<file path="src/include/ppu_mmr_settings.svh">
`ifndef PPU_MMR_SETTINGS_SVH
`define PPU_MMR_SETTINGS_SVH

// cpu bus, word addressed on addr[5:1]
`define MMR_DATA_W          16
`define MMR_ADDR_W          5

// board configuration string, shifted in one byte per write
`define MMR_CFG_W           8
`define MMR_CFG_BYTES       21

// programmable cps-b functions, one address byte each
`define MMR_CPSB_SLOTS      11

// palette pages that the copy engine may transfer
`define MMR_PAL_PAGES       6

// value returned for address 31 and unmapped cps-b reads
`define MMR_UNMAPPED        16'hffff

// layer order 3,2,1,0 from the top field down, no layer enables
`define MMR_LAYER_CTRL_RST  16'h1c80

`endif

</file>
<file path="src/ppu_mmr_pkg.sv">
`include "ppu_mmr_settings.svh"

package ppu_mmr_pkg;

    // one cpu access, dsn bits are active low byte strobes
    typedef struct packed {
        logic [`MMR_ADDR_W-1:0] addr;
        logic [1:0]             dsn;
        logic [`MMR_DATA_W-1:0] data;
    } cpu_bus_t;

    // cps-a word addresses, 0x00 up to 0x11 in order
    typedef enum logic [`MMR_ADDR_W-1:0] {
        OBJ_BASE = 5'h00, SCR1_BASE, SCR2_BASE, SCR3_BASE,
        ROW_BASE, PAL_BASE, HPOS1, VPOS1, HPOS2, VPOS2, HPOS3, VPOS3,
        HSTAR1, VSTAR1, HSTAR2, VSTAR2, STAR_BASE, PPU_CTRL
    } cpsa_reg_e;

    // cps-b functions in the order of the configuration string
    typedef enum logic [3:0] {
        ID, MULT1, MULT2, RSLT0, RSLT1, LAYER,
        PRIO0, PRIO1, PRIO2, PRIO3, PAL_PAGE
    } cpsb_slot_e;

    typedef struct packed {
        logic [`MMR_CPSB_SLOTS-1:0][`MMR_ADDR_W-1:0] slot;
        logic [7:0]                                  id;   // 16-bit id packed into nibbles
    } cpsb_map_t;

    typedef struct packed {
        logic [3:0][7:0] layer_mask;
        logic [5:0]      game;
        logic [15:0]     bank_offset;
        logic [15:0]     bank_mask;
    } board_cfg_t;

    typedef struct packed {
        logic [`MMR_DATA_W-1:0] hpos1, hpos2, hpos3;
        logic [`MMR_DATA_W-1:0] vpos1, vpos2, vpos3;
        logic [`MMR_DATA_W-1:0] hstar1, hstar2, vstar1, vstar2;
    } scroll_set_t;

    typedef struct packed {
        logic [`MMR_DATA_W-1:0] obj, scr1, scr2, scr3, row, star;
        logic [`MMR_DATA_W-1:0] pal_base;
        logic [`MMR_DATA_W-1:0] ppu_ctrl;
    } vram_set_t;

    typedef struct packed {
        logic [`MMR_DATA_W-1:0]   layer_ctrl;
        logic [`MMR_DATA_W-1:0]   prio0, prio1, prio2, prio3;
        logic [`MMR_PAL_PAGES-1:0] pal_page_en;
    } prio_set_t;

    typedef enum logic {
        COPY_IDLE,
        COPY_ARMED
    } copy_state_e;

endpackage

</file>
<file path="src/cpsb_map_loader.sv">
`timescale 1ns/100ps
`include "ppu_mmr_settings.svh"

module cpsb_map_loader (
    input  logic                      clk,
    input  logic                      reg_rst,
    input  logic                      cfg_we,
    input  logic [`MMR_CFG_W-1:0]     cfg_data,
    output ppu_mmr_pkg::cpsb_map_t    map,
    output ppu_mmr_pkg::board_cfg_t   board
);

    // byte 0 holds the newest write, byte 20 the oldest
    logic [`MMR_CFG_BYTES-1:0][`MMR_CFG_W-1:0] cfg_bytes;

    always_ff @(posedge clk or posedge reg_rst) begin
        if (reg_rst) begin
            // all ones parks every slot at address 31
            cfg_bytes <= '1;
        end else if (cfg_we) begin
            cfg_bytes <= {cfg_bytes[`MMR_CFG_BYTES-2:0], cfg_data};
        end
    end

    // slot addresses are byte addresses, keep the word part only
    always_comb begin
        map.id = cfg_bytes[1];
        map.slot[ppu_mmr_pkg::ID] = cfg_bytes[0][`MMR_ADDR_W:1];
        // the remaining slots follow the id byte
        for (int s = 1; s < `MMR_CPSB_SLOTS; s++) begin
            map.slot[s] = cfg_bytes[s + 1][`MMR_ADDR_W:1];
        end
    end

    // layer masks in bytes 12 to 15
    always_comb begin
        for (int m = 0; m < 4; m++) begin
            board.layer_mask[m] = cfg_bytes[12 + m];
        end
    end

    assign board.game        = cfg_bytes[16][5:0];
    // rom banking, high byte sits above the low one
    assign board.bank_offset = {cfg_bytes[18], cfg_bytes[17]};
    assign board.bank_mask   = {cfg_bytes[20], cfg_bytes[19]};

endmodule

</file>
<file path="src/cpsa_regs.sv">
`timescale 1ns/100ps
`include "ppu_mmr_settings.svh"

module cpsa_regs (
    input  logic                      clk,
    input  logic                      reg_rst,
    input  logic                      ppu1_cs,
    input  ppu_mmr_pkg::cpu_bus_t     bus,
    output ppu_mmr_pkg::scroll_set_t  scroll,
    output ppu_mmr_pkg::vram_set_t    vram,
    output logic                      pal_copy
);

    ppu_mmr_pkg::cpsa_reg_e   reg_sel;
    ppu_mmr_pkg::copy_state_e copy_state;
    logic                     pal_wr;

    // replace only the bytes whose strobe is low
    function automatic logic [`MMR_DATA_W-1:0] merge_bytes(
        input logic [`MMR_DATA_W-1:0] old_word,
        input logic [`MMR_DATA_W-1:0] new_word,
        input logic [1:0]             dsn
    );
        logic [`MMR_DATA_W-1:0] result;
        result = old_word;
        if (!dsn[1]) begin
            result[15:8] = new_word[15:8];
        end
        if (!dsn[0]) begin
            result[7:0] = new_word[7:0];
        end
        return result;
    endfunction

    assign reg_sel = ppu_mmr_pkg::cpsa_reg_e'(bus.addr);
    assign pal_wr  = ppu1_cs && (reg_sel == ppu_mmr_pkg::PAL_BASE);

    always_ff @(posedge clk or posedge reg_rst) begin
        if (reg_rst) begin
            scroll <= '0;
            vram   <= '0;
        end else if (ppu1_cs) begin
            case (reg_sel)
                ppu_mmr_pkg::OBJ_BASE:  vram.obj      <= merge_bytes(vram.obj, bus.data, bus.dsn);
                ppu_mmr_pkg::SCR1_BASE: vram.scr1     <= merge_bytes(vram.scr1, bus.data, bus.dsn);
                ppu_mmr_pkg::SCR2_BASE: vram.scr2     <= merge_bytes(vram.scr2, bus.data, bus.dsn);
                ppu_mmr_pkg::SCR3_BASE: vram.scr3     <= merge_bytes(vram.scr3, bus.data, bus.dsn);
                ppu_mmr_pkg::ROW_BASE:  vram.row      <= merge_bytes(vram.row, bus.data, bus.dsn);
                ppu_mmr_pkg::PAL_BASE:  vram.pal_base <= merge_bytes(vram.pal_base, bus.data,
                                                                     bus.dsn);
                ppu_mmr_pkg::HPOS1:     scroll.hpos1  <= merge_bytes(scroll.hpos1, bus.data, bus.dsn);
                ppu_mmr_pkg::VPOS1:     scroll.vpos1  <= merge_bytes(scroll.vpos1, bus.data, bus.dsn);
                ppu_mmr_pkg::HPOS2:     scroll.hpos2  <= merge_bytes(scroll.hpos2, bus.data, bus.dsn);
                ppu_mmr_pkg::VPOS2:     scroll.vpos2  <= merge_bytes(scroll.vpos2, bus.data, bus.dsn);
                ppu_mmr_pkg::HPOS3:     scroll.hpos3  <= merge_bytes(scroll.hpos3, bus.data, bus.dsn);
                ppu_mmr_pkg::VPOS3:     scroll.vpos3  <= merge_bytes(scroll.vpos3, bus.data, bus.dsn);
                ppu_mmr_pkg::HSTAR1:    scroll.hstar1 <= merge_bytes(scroll.hstar1, bus.data, bus.dsn);
                ppu_mmr_pkg::VSTAR1:    scroll.vstar1 <= merge_bytes(scroll.vstar1, bus.data, bus.dsn);
                ppu_mmr_pkg::HSTAR2:    scroll.hstar2 <= merge_bytes(scroll.hstar2, bus.data, bus.dsn);
                ppu_mmr_pkg::VSTAR2:    scroll.vstar2 <= merge_bytes(scroll.vstar2, bus.data, bus.dsn);
                ppu_mmr_pkg::STAR_BASE: vram.star     <= merge_bytes(vram.star, bus.data, bus.dsn);
                ppu_mmr_pkg::PPU_CTRL:  vram.ppu_ctrl <= merge_bytes(vram.ppu_ctrl, bus.data,
                                                                     bus.dsn);
                // 0x12 and up are outside cps-a
                default: ;
            endcase
        end
    end

    // the copy waits for the cpu to release the bus, so that
    // pal_base has its final value when the copy engine samples it
    always_ff @(posedge clk or posedge reg_rst) begin
        if (reg_rst) begin
            copy_state <= ppu_mmr_pkg::COPY_IDLE;
            pal_copy   <= 1'b0;
        end else begin
            pal_copy <= 1'b0;
            case (copy_state)
                ppu_mmr_pkg::COPY_IDLE: begin
                    if (pal_wr) begin
                        copy_state <= ppu_mmr_pkg::COPY_ARMED;
                    end
                end
                ppu_mmr_pkg::COPY_ARMED: begin
                    if (!ppu1_cs) begin
                        pal_copy   <= 1'b1;
                        copy_state <= ppu_mmr_pkg::COPY_IDLE;
                    end
                end
                default: copy_state <= ppu_mmr_pkg::COPY_IDLE;
            endcase
        end
    end

    // one pulse per armed write, never a stretched one
    a_copy_single: assert property (@(posedge clk) disable iff (reg_rst)
        pal_copy |=> !pal_copy)
        else $error("pal_copy high on two cycles in a row");

    a_copy_from_armed: assert property (@(posedge clk) disable iff (reg_rst)
        $rose(pal_copy) |-> $past(copy_state) == ppu_mmr_pkg::COPY_ARMED)
        else $error("pal_copy rose without an armed sequencer");

endmodule

</file>
<file path="src/cpsb_regs.sv">
`timescale 1ns/100ps
`include "ppu_mmr_settings.svh"

module cpsb_regs (
    input  logic                     clk,
    input  logic                     reg_rst,
    input  logic                     ppu2_cs,
    input  ppu_mmr_pkg::cpu_bus_t    bus,
    input  ppu_mmr_pkg::cpsb_map_t   map,
    output ppu_mmr_pkg::prio_set_t   prio,
    output logic [`MMR_DATA_W-1:0]   mmr_dout
);

    logic [`MMR_CPSB_SLOTS-1:0]                  slot_hit;
    logic [`MMR_CPSB_SLOTS-1:0]                  rd_sel;
    logic [`MMR_CPSB_SLOTS-1:0][`MMR_DATA_W-1:0] slot_val;
    logic [`MMR_DATA_W-1:0]                      rd_val;
    logic [`MMR_DATA_W-1:0]                      mult1;
    logic [`MMR_DATA_W-1:0]                      mult2;
    logic [2*`MMR_DATA_W-1:0]                    product;
    logic                                        wr_en;

    // address 31 is the parking spot of unused slots
    always_comb begin
        for (int s = 0; s < `MMR_CPSB_SLOTS; s++) begin
            slot_hit[s] = (bus.addr == map.slot[s]) && !(&bus.addr);
        end
    end

    // shared addresses read the lowest slot
    always_comb begin
        rd_sel = '0;
        for (int s = `MMR_CPSB_SLOTS - 1; s >= 0; s--) begin
            if (slot_hit[s]) begin
                rd_sel    = '0;
                rd_sel[s] = 1'b1;
            end
        end
    end

    always_comb begin
        slot_val = '0;
        // id nibbles land in the low half of each byte
        slot_val[ppu_mmr_pkg::ID]    = {4'd0, map.id[7:4], 4'd0, map.id[3:0]};
        slot_val[ppu_mmr_pkg::MULT1] = mult1;
        slot_val[ppu_mmr_pkg::MULT2] = mult2;
        slot_val[ppu_mmr_pkg::RSLT0] = product[`MMR_DATA_W-1:0];
        slot_val[ppu_mmr_pkg::RSLT1] = product[2*`MMR_DATA_W-1:`MMR_DATA_W];
        slot_val[ppu_mmr_pkg::LAYER] = prio.layer_ctrl;
        slot_val[ppu_mmr_pkg::PRIO0] = prio.prio0;
        slot_val[ppu_mmr_pkg::PRIO1] = prio.prio1;
        slot_val[ppu_mmr_pkg::PRIO2] = prio.prio2;
        slot_val[ppu_mmr_pkg::PRIO3] = prio.prio3;
        slot_val[ppu_mmr_pkg::PAL_PAGE][`MMR_PAL_PAGES-1:0] = prio.pal_page_en;
    end

    always_comb begin
        rd_val = `MMR_UNMAPPED;
        for (int s = 0; s < `MMR_CPSB_SLOTS; s++) begin
            if (rd_sel[s]) begin
                rd_val = slot_val[s];
            end
        end
    end

    // cps-b registers take full words only
    assign wr_en = ppu2_cs && (bus.dsn == 2'b00);

    always_ff @(posedge clk or posedge reg_rst) begin
        if (reg_rst) begin
            prio.layer_ctrl  <= `MMR_LAYER_CTRL_RST;
            prio.prio0       <= '1;
            prio.prio1       <= '1;
            prio.prio2       <= '1;
            prio.prio3       <= '1;
            prio.pal_page_en <= '1;
            mult1            <= '0;
            mult2            <= '0;
        end else if (wr_en) begin
            if (slot_hit[ppu_mmr_pkg::MULT1]) begin
                mult1 <= bus.data;
            end
            if (slot_hit[ppu_mmr_pkg::MULT2]) begin
                mult2 <= bus.data;
            end
            if (slot_hit[ppu_mmr_pkg::LAYER]) begin
                prio.layer_ctrl <= bus.data;
            end
            if (slot_hit[ppu_mmr_pkg::PRIO0]) begin
                prio.prio0 <= bus.data;
            end
            if (slot_hit[ppu_mmr_pkg::PRIO1]) begin
                prio.prio1 <= bus.data;
            end
            if (slot_hit[ppu_mmr_pkg::PRIO2]) begin
                prio.prio2 <= bus.data;
            end
            if (slot_hit[ppu_mmr_pkg::PRIO3]) begin
                prio.prio3 <= bus.data;
            end
            if (slot_hit[ppu_mmr_pkg::PAL_PAGE]) begin
                prio.pal_page_en <= bus.data[`MMR_PAL_PAGES-1:0];
            end
        end
    end

    // product trails the operands by one clock
    always_ff @(posedge clk) begin
        product <= mult1 * mult2;
    end

    // readback holds between cps-b accesses
    always_ff @(posedge clk or posedge reg_rst) begin
        if (reg_rst) begin
            mmr_dout <= `MMR_UNMAPPED;
        end else if (ppu2_cs) begin
            mmr_dout <= rd_val;
        end
    end

    a_rd_onehot: assert property (@(posedge clk) disable iff (reg_rst)
        ppu2_cs |-> $onehot0(rd_sel))
        else $error("cps-b readback selects more than one slot");

endmodule

</file>
<file path="src/ppu_mmr.sv">
`timescale 1ns/100ps
`include "ppu_mmr_settings.svh"

module ppu_mmr (
    input  logic                      clk,
    input  logic                      reg_rst,
    input  logic                      ppu1_cs,
    input  logic                      ppu2_cs,
    input  ppu_mmr_pkg::cpu_bus_t     bus,
    input  logic                      cfg_we,
    input  logic [`MMR_CFG_W-1:0]     cfg_data,
    output ppu_mmr_pkg::scroll_set_t  scroll,
    output ppu_mmr_pkg::vram_set_t    vram,
    output ppu_mmr_pkg::prio_set_t    prio,
    output ppu_mmr_pkg::board_cfg_t   board,
    output logic                      pal_copy,
    output logic [`MMR_DATA_W-1:0]    mmr_dout
);

    // cps-b address map, internal to the block
    ppu_mmr_pkg::cpsb_map_t map;

    cpsb_map_loader u_loader (
        .clk      (clk),
        .reg_rst  (reg_rst),
        .cfg_we   (cfg_we),
        .cfg_data (cfg_data),
        .map      (map),
        .board    (board)
    );

    cpsa_regs u_cpsa (
        .clk      (clk),
        .reg_rst  (reg_rst),
        .ppu1_cs  (ppu1_cs),
        .bus      (bus),
        .scroll   (scroll),
        .vram     (vram),
        .pal_copy (pal_copy)
    );

    cpsb_regs u_cpsb (
        .clk      (clk),
        .reg_rst  (reg_rst),
        .ppu2_cs  (ppu2_cs),
        .bus      (bus),
        .map      (map),
        .prio     (prio),
        .mmr_dout (mmr_dout)
    );

endmodule

</file>
<file path="config.mk">
export PLATFORM = sky130hd
export DESIGN_NAME = ppu_mmr
export DESIGN_NICKNAME = d
export VERILOG_FILES = /design/src/ppu_mmr_pkg.sv /design/src/cpsb_map_loader.sv /design/src/cpsa_regs.sv /design/src/cpsb_regs.sv /design/src/ppu_mmr.sv
export VERILOG_INCLUDE_DIRS = /design/src /design/src/include
export SDC_FILE = /design/constraint.sdc
export NUM_CORES = 2
export LEC_CHECK = 0
export ABC_AREA = 1
export BUFFER_PORTS_ARGS = -buffer_cell sky130_fd_sc_hd__buf_2
export CORE_MARGIN = 8
export CORE_UTILIZATION = 45
export DETAILED_ROUTE_END_ITERATION = 12
export PLACE_DENSITY_LB_ADDON = 0.25
export SYNTH_ARGS = -nofsm -noshare
export SYNTH_HDL_FRONTEND = slang
export SYNTH_SLANG_ARGS = --single-unit
</file>
<file path="constraint.sdc">
create_clock -name clk -period 23.4 [get_ports clk]
set_input_delay 1.17 -clock clk [delete_from_list [all_inputs] [get_ports clk]]
set_output_delay 1.17 -clock clk [all_outputs]
set_load 0.02 [all_outputs]
</file>
* Yosys cells after proc, flatten, opt, wreduce, memory -nomap -nowiden
Cells that the tools add are included.
W data, S select, Z words.
** Word-level totals
- Bits in registers :: 624
- Input bits :: 36
- Word-level logic and storage cells :: 189
** Cells by class
- $mul :: 1
- Equal/unequal tests :: 28
- Mux-type cells :: 27
- Bitwise gates (word level) :: 3
- Reductions and logical operators :: 61
** Operators by type and width (number)
- $mux W16 :: 11
- $mux W11 :: 11
- $reduce_and A3 Y1 :: 36
- $eq A5 B5 Y1 :: 11
- $eq A5 B4 Y1 const B :: 8
- $mul A16 B16 Y32 :: 1
- $eq A5 B3 Y1 const B :: 4
- $reduce_and A2 Y1 :: 8
- $logic_and A1 B1 Y1 :: 13
- $eq A5 B2 Y1 const B :: 2
- $eq A5 B5 Y1 const B :: 2
- $eq A5 B1 Y1 const B :: 1
- $logic_not A5 Y1 :: 1
- $reduce_and A5 Y1 :: 1
- $mux W1 :: 4
- $not A1 Y1 :: 3
- $logic_not A2 Y1 :: 1
- $pmux W1 S2 :: 1
- $logic_not A1 Y1 :: 1

* Logic depth before layout (Yosys ltp)
- Word-level depth :: 25
- Mapped depth :: 30
- Mapped depth without buffers :: 28

* Hierarchy
A second synthesis with hierarchy kept.
** Unflattened totals
- Cells, all modules :: 4322
- Area total of the unflattened synthesis :: 36155.9 um^2
** Modules (own cells, without submodules)
- cpsb_regs :: instances 1, cells an instance 2171, area each 16721.0 um^2
- cpsa_regs :: instances 1, cells an instance 1307, area each 11827.6 um^2
- cpsb_map_loader :: instances 1, cells an instance 844, area each 7607.3 um^2

* Least setup slack after synthesis
OpenSTA, ideal clock, no wires.
- Kind :: reg2reg
- Start :: register u_cpsb.mult1[11]
- End :: register u_cpsb.product[22]
- Setup time :: 0.119 ns
- Data arrival time :: 5.411 ns
- Slack :: 17.871 ns
- Stages on the path, launching flop included :: 22
- Period minus slack after synthesis :: 5.529 ns
- Cell sequence :: dfrtp_1 clkbuf_1 clkbuf_1 nand2_1 fa_1 fa_1 fa_1 inv_1 fa_1 fa_1 inv_1 fa_1 inv_1 ha_1 nand2_1 inv_1 nand3_1 nor3_1 a21oi_1 o21ai_0 a31oi_1 xnor2_1
** On the way
- Word-level cells in the longest chain between the ends :: 1
** RTL lines
- start, declared :: RTL line cpsb_regs.sv:18 : logic [`MMR_DATA_W-1:0] mult1;
- start signal, assigned :: RTL line cpsb_regs.sv:81 : mult1 <= bus.data;
- $mul A16 B16 Y32 :: RTL line cpsb_regs.sv:109 : product <= mult1 * mult2;
- end signal, assigned :: RTL line cpsb_regs.sv:109
- end, declared :: RTL line cpsb_regs.sv:20 : logic [2*`MMR_DATA_W-1:0] product;
No other way between the ends.
A chain may end at the register's enable or synchronous reset.

* Worst setup path after layout
- Start :: register u_cpsb.mult2[1]
- End :: register u_cpsb.product[22]
** On the way
- Word-level cells in the longest chain between the ends :: 1
** RTL lines
- start, declared :: RTL line cpsb_regs.sv:19 : logic [`MMR_DATA_W-1:0] mult2;
- start signal, assigned :: RTL line cpsb_regs.sv:84 : mult2 <= bus.data;
- $mul A16 B16 Y32 :: RTL line cpsb_regs.sv:109
No other way between the ends.

==> reports/results.tsv <==
stage	metric	value	unit
sta	setup_ws	17.34	ns
routing	via_per_inst	5.10	
cts	cts_tree	done	
worst_setup_path	cp_max_fo	18	
placement	portBuffers	496	
worst_setup_path	path_class	reg2reg	
pwr	power.switching	1.18	mW
cts	cts_buffer_depth	3	
synth	synth_compound_area_share	10.0	%
hold_path	min_from	u_cpsb.mmr_dout[9]	
cts	ctsHtreeMaxLevel	3	
worst_setup_path	critPathLaunchType	flop	
finish	fin_nets	4498	
cts	post-cts-setup-buffers	0	
hold_path	min_to	u_cpsb.mmr_dout[9]	
cts	cts.sinks	624	
global_route	grt_max_degree	230	
synth	synthAdderAreaFrac	15.2	%
synth	yosysMostFrequentCell	nand2_1	
pwr	clock_power_share	32.6	%
routing	routed_wl	108000	um
synth	synth_ff_type	dfrtp_1	
worst_setup_path	cpMostUsedCell	fa_1	
sta	drv_slew	0	
placement	dp_slack	17.39	ns
floorplan	design.core.area	75400	um^2
synth	syn_avg_cell_area	8.83	um^2
global_route	grt_usage	25.1	%
global_route	grt_util_met1	32.4	%
pwr	p_leak	20.5	nW
synth	syn_inst	3858	
synth	synth.yosys.seq_area_share	46.3	%
pwr	internal_power	2.18	mW
synth	synth_edf_count	0	
synth	synth_warnings	0	
sta	layout_worst_path_cycle_share	25.9	%
sta	setup_viol	0	
pwr	combPwrFrac	23.2	%
hold_path	hp-class	reg2reg	
status	status	complete, no violations	
sta	skew	0.0173	ns
global_route	busiest_layer	met2	
global_route	grt_pass1_wl	165000	um
finish	final_cells	5199	
sta	max_clock_freq	165	MHz
cts	postCtsResizedCells	0	
pwr	power.density	86.5	nW/um^2
sta	rsz0062_at_grt	false	
worst_setup_path	cp-end-kind	flop	
synth	synth_mux_area_share	0.165	%
placement	gp_congestion	0.922	
worst_setup_path	critical_path.cell_chain	nand2_1 > fa_1 > fa_1 > fa_1 > inv_1 > fa_1 > fa_1 > inv_1 > fa_1 > inv_1 > ha_1 > nand2_1 > inv_1 > nand3_1 > nor3_1 > a21oi_1 > o21ai_0 > a31oi_1 > xnor2_1	
sta	max-slew-margin-rel	21.5	%
worst_setup_path	ff2ff_path_depth	19	
cts	cts_made_buffers	69	
floorplan	io_pins	497	
pwr	power	3.36	mW
pwr	seq_power_share	44.2	%
routing	post-route-drc-count	0	
synth	syn_nets	4192	
cts	ctsHoldBuffers	0	
routing	wire_per_inst	20.8	um
finish	drive_gt1_share	22.5	%
synth	ys_top_cells_by_area	dfrtp_1, dfstp_2, fa_1, nand2_1, o21ai_0	
floorplan	chipHeight	291	um
cts	cts_root_buf	clkbuf_16	
routing	drt_pass1_iterations	5	
sta	holdWs	0.469	ns
global_route	gr-usage-met3	7.76	%
routing	drtAntennaViolNets	0	
run	maxCapViolCount	0	
synth	async_flop_share	94.9	%
floorplan	dieArea	84700	um^2
hold_path	whs_path_depth	2	
floorplan	die_w	291	um
pwr	p_sw_share	35.1	%
floorplan	num_rows	101	
synth	synth_top_area_share	24.5	%
global_route	antenna_found_initial	5	
worst_setup_path	reg2reg_from	u_cpsb.mult2[1]	
synth	synth_seq_cells	624	
worst_setup_path	reg2reg_to	u_cpsb.product[22]	
synth	netlist_area	34100	um^2
worst_setup_path	r2r_slack	17.34	ns
synth	synth_commonest_cells	nand2_1, inv_1, o21ai_0	
cts	path_clk_slew	0.07	ns
sta	period_needed	6.06	ns
worst_setup_path	crit_arrival	6.56	ns
placement	placed_cells	5071	
synth	synth_xor_area_share	1.57	%
synth	synth-simple-area-share	16.5	%
synth	ys_types	48	
worst_setup_path	cp_slowest_cell	dfrtp_1	
sta	setup_tns	0	ns
global_route	grt_pass1_vias	26400	
sta	tightestPinTransition	1.18	ns
sta	finalHoldViolations	0	
synth	synth_top_family_by_area	simple AND/OR/NAND/NOR gates	
finish	synthToLayoutAreaGrowth	14.0	%
global_route	grt_overflow	0	
pwr	ir_drop	0.0759	mV
worst_setup_path	max_stage_delay	0.80	ns
global_route	met2_usage	40.3	%
synth	yosysTopAreaCell	dfrtp_1	
placement	dp_hpwl	79600	um
worst_setup_path	cp.required	23.90	ns
floorplan	initial_utilization	45.1	%
routing	num_vias	26500	
routing	drtIter0Drc	2083	
cts	insertion_delay	0.61	ns
## flip-flops by register name, indices dropped and copies added (netlist names)
register / flops
u_cpsb.prio: 86
u_cpsb.mult2: 16
u_loader.board: 70
u_cpsa.pal_copy: 1
u_cpsb.product: 32
u_cpsa.scroll: 160
u_cpsa.copy_state: 1
u_cpsa.vram: 128
u_loader.cfg_bytes: 35
u_cpsb.mult1: 16
u_loader.map: 63
u_cpsb.mmr_dout: 16
## worst max-delay path by stage
stage               startpoint                  to
2_1_floorplan          reg_rst   u_cpsa.copy_state
3_5_place_dp   u_cpsb.mult2[7]  u_cpsb.product[22]
4_1_cts        u_cpsb.mult2[7]  u_cpsb.product[22]
5_1_grt        u_cpsb.mult2[1]  u_cpsb.product[22]
3_3_place_gp   u_cpsb.mult2[1]  u_cpsb.product[22]
6_report       u_cpsb.mult2[1]  u_cpsb.product[22]
## worst max-delay path: cells and delay by family, from the launching register on
| family | cells | cell delay, ns |
|---|---|---|
| buffers and inverters | 4 | 0.22 |
| and+or+nand+nor | 4 | 0.64 |
| AOI/OAI and AO/OA | 3 | 0.77 |
| adders and majority gates | 7 | 3.35 |
| DFF | 1 | 0.80 |
| xor gates and xnor gates | 1 | 0.16 |
## metal layers
metal | vias to the layer above | routed length (um)
met5 | - | 0
met4 | 0 | 3620
met3 | 173 | 10000
met2 | 877 | 49900
met1 | 13000 | 44300
li1 | 12500 | -
## power groups by stage
stage               Clock [mW]  Sequential, mW  Combinational (mW)
floorplan                    0            1.55               0.413
global placement             0            1.49               0.776
detailed placement           0            1.49               0.785
CTS                       1.11            1.48               0.788
global route              1.15            1.51               0.861
finish                    1.09            1.48               0.781
## layout by cell type, fill, tap and decap left out, types with 22 or more instances in the layout
cell type,instances
nor3_1,27
fa_1,194
clkbuf_1,22
dfrtp_1,334
inv_1,534
dfstp_2,258
buf_4,24
ha_1,104
nand3_1,76
buf_2,495
nand2_1,979
clkbuf_16,70
a21oi_1,138
xor2_1,40
nor2_1,207
dfxtp_1,32
o21ai_0,508
## cell type report
class | instances | area (um^2)
Inverter | 543 | 2050
Clock buffer | 103 | 1990
Sequential cell | 624 | 15800
Multi-Input combinational cell | 2405 | 14800
Clock inverter | 23 | 272
Antenna cell | 2 | 5.00
Tap cell | 978 | 1220
Fill cell | 6993 | 36600
Timing Repair Buffer | 521 | 2690
## kinds of logic after synthesis
| logic type | count (synthesis) |
|---|---|
| xor+xnor | 61 |
| compound gates | 670 |
| simple gates | 1371 |
| buf+inv | 829 |
| mux | 5 |
| flops | 624 |
| fa+ha+maj | 298 |
## per-stage QoR
| step | cell area (um^2) | util (%) |
|---|---|---|
| 6_report | 38800 | 51.4 |
| 5_1_grt | 38800 | 51.4 |
| 4_1_cts | 38800 | 51.4 |
| 3_5_place_dp | 36500 | 48.4 |
| 3_3_place_gp | 36500 | 48.4 |
| 2_1_floorplan | 34100 | - |
(Power assumes the default switching activity.)
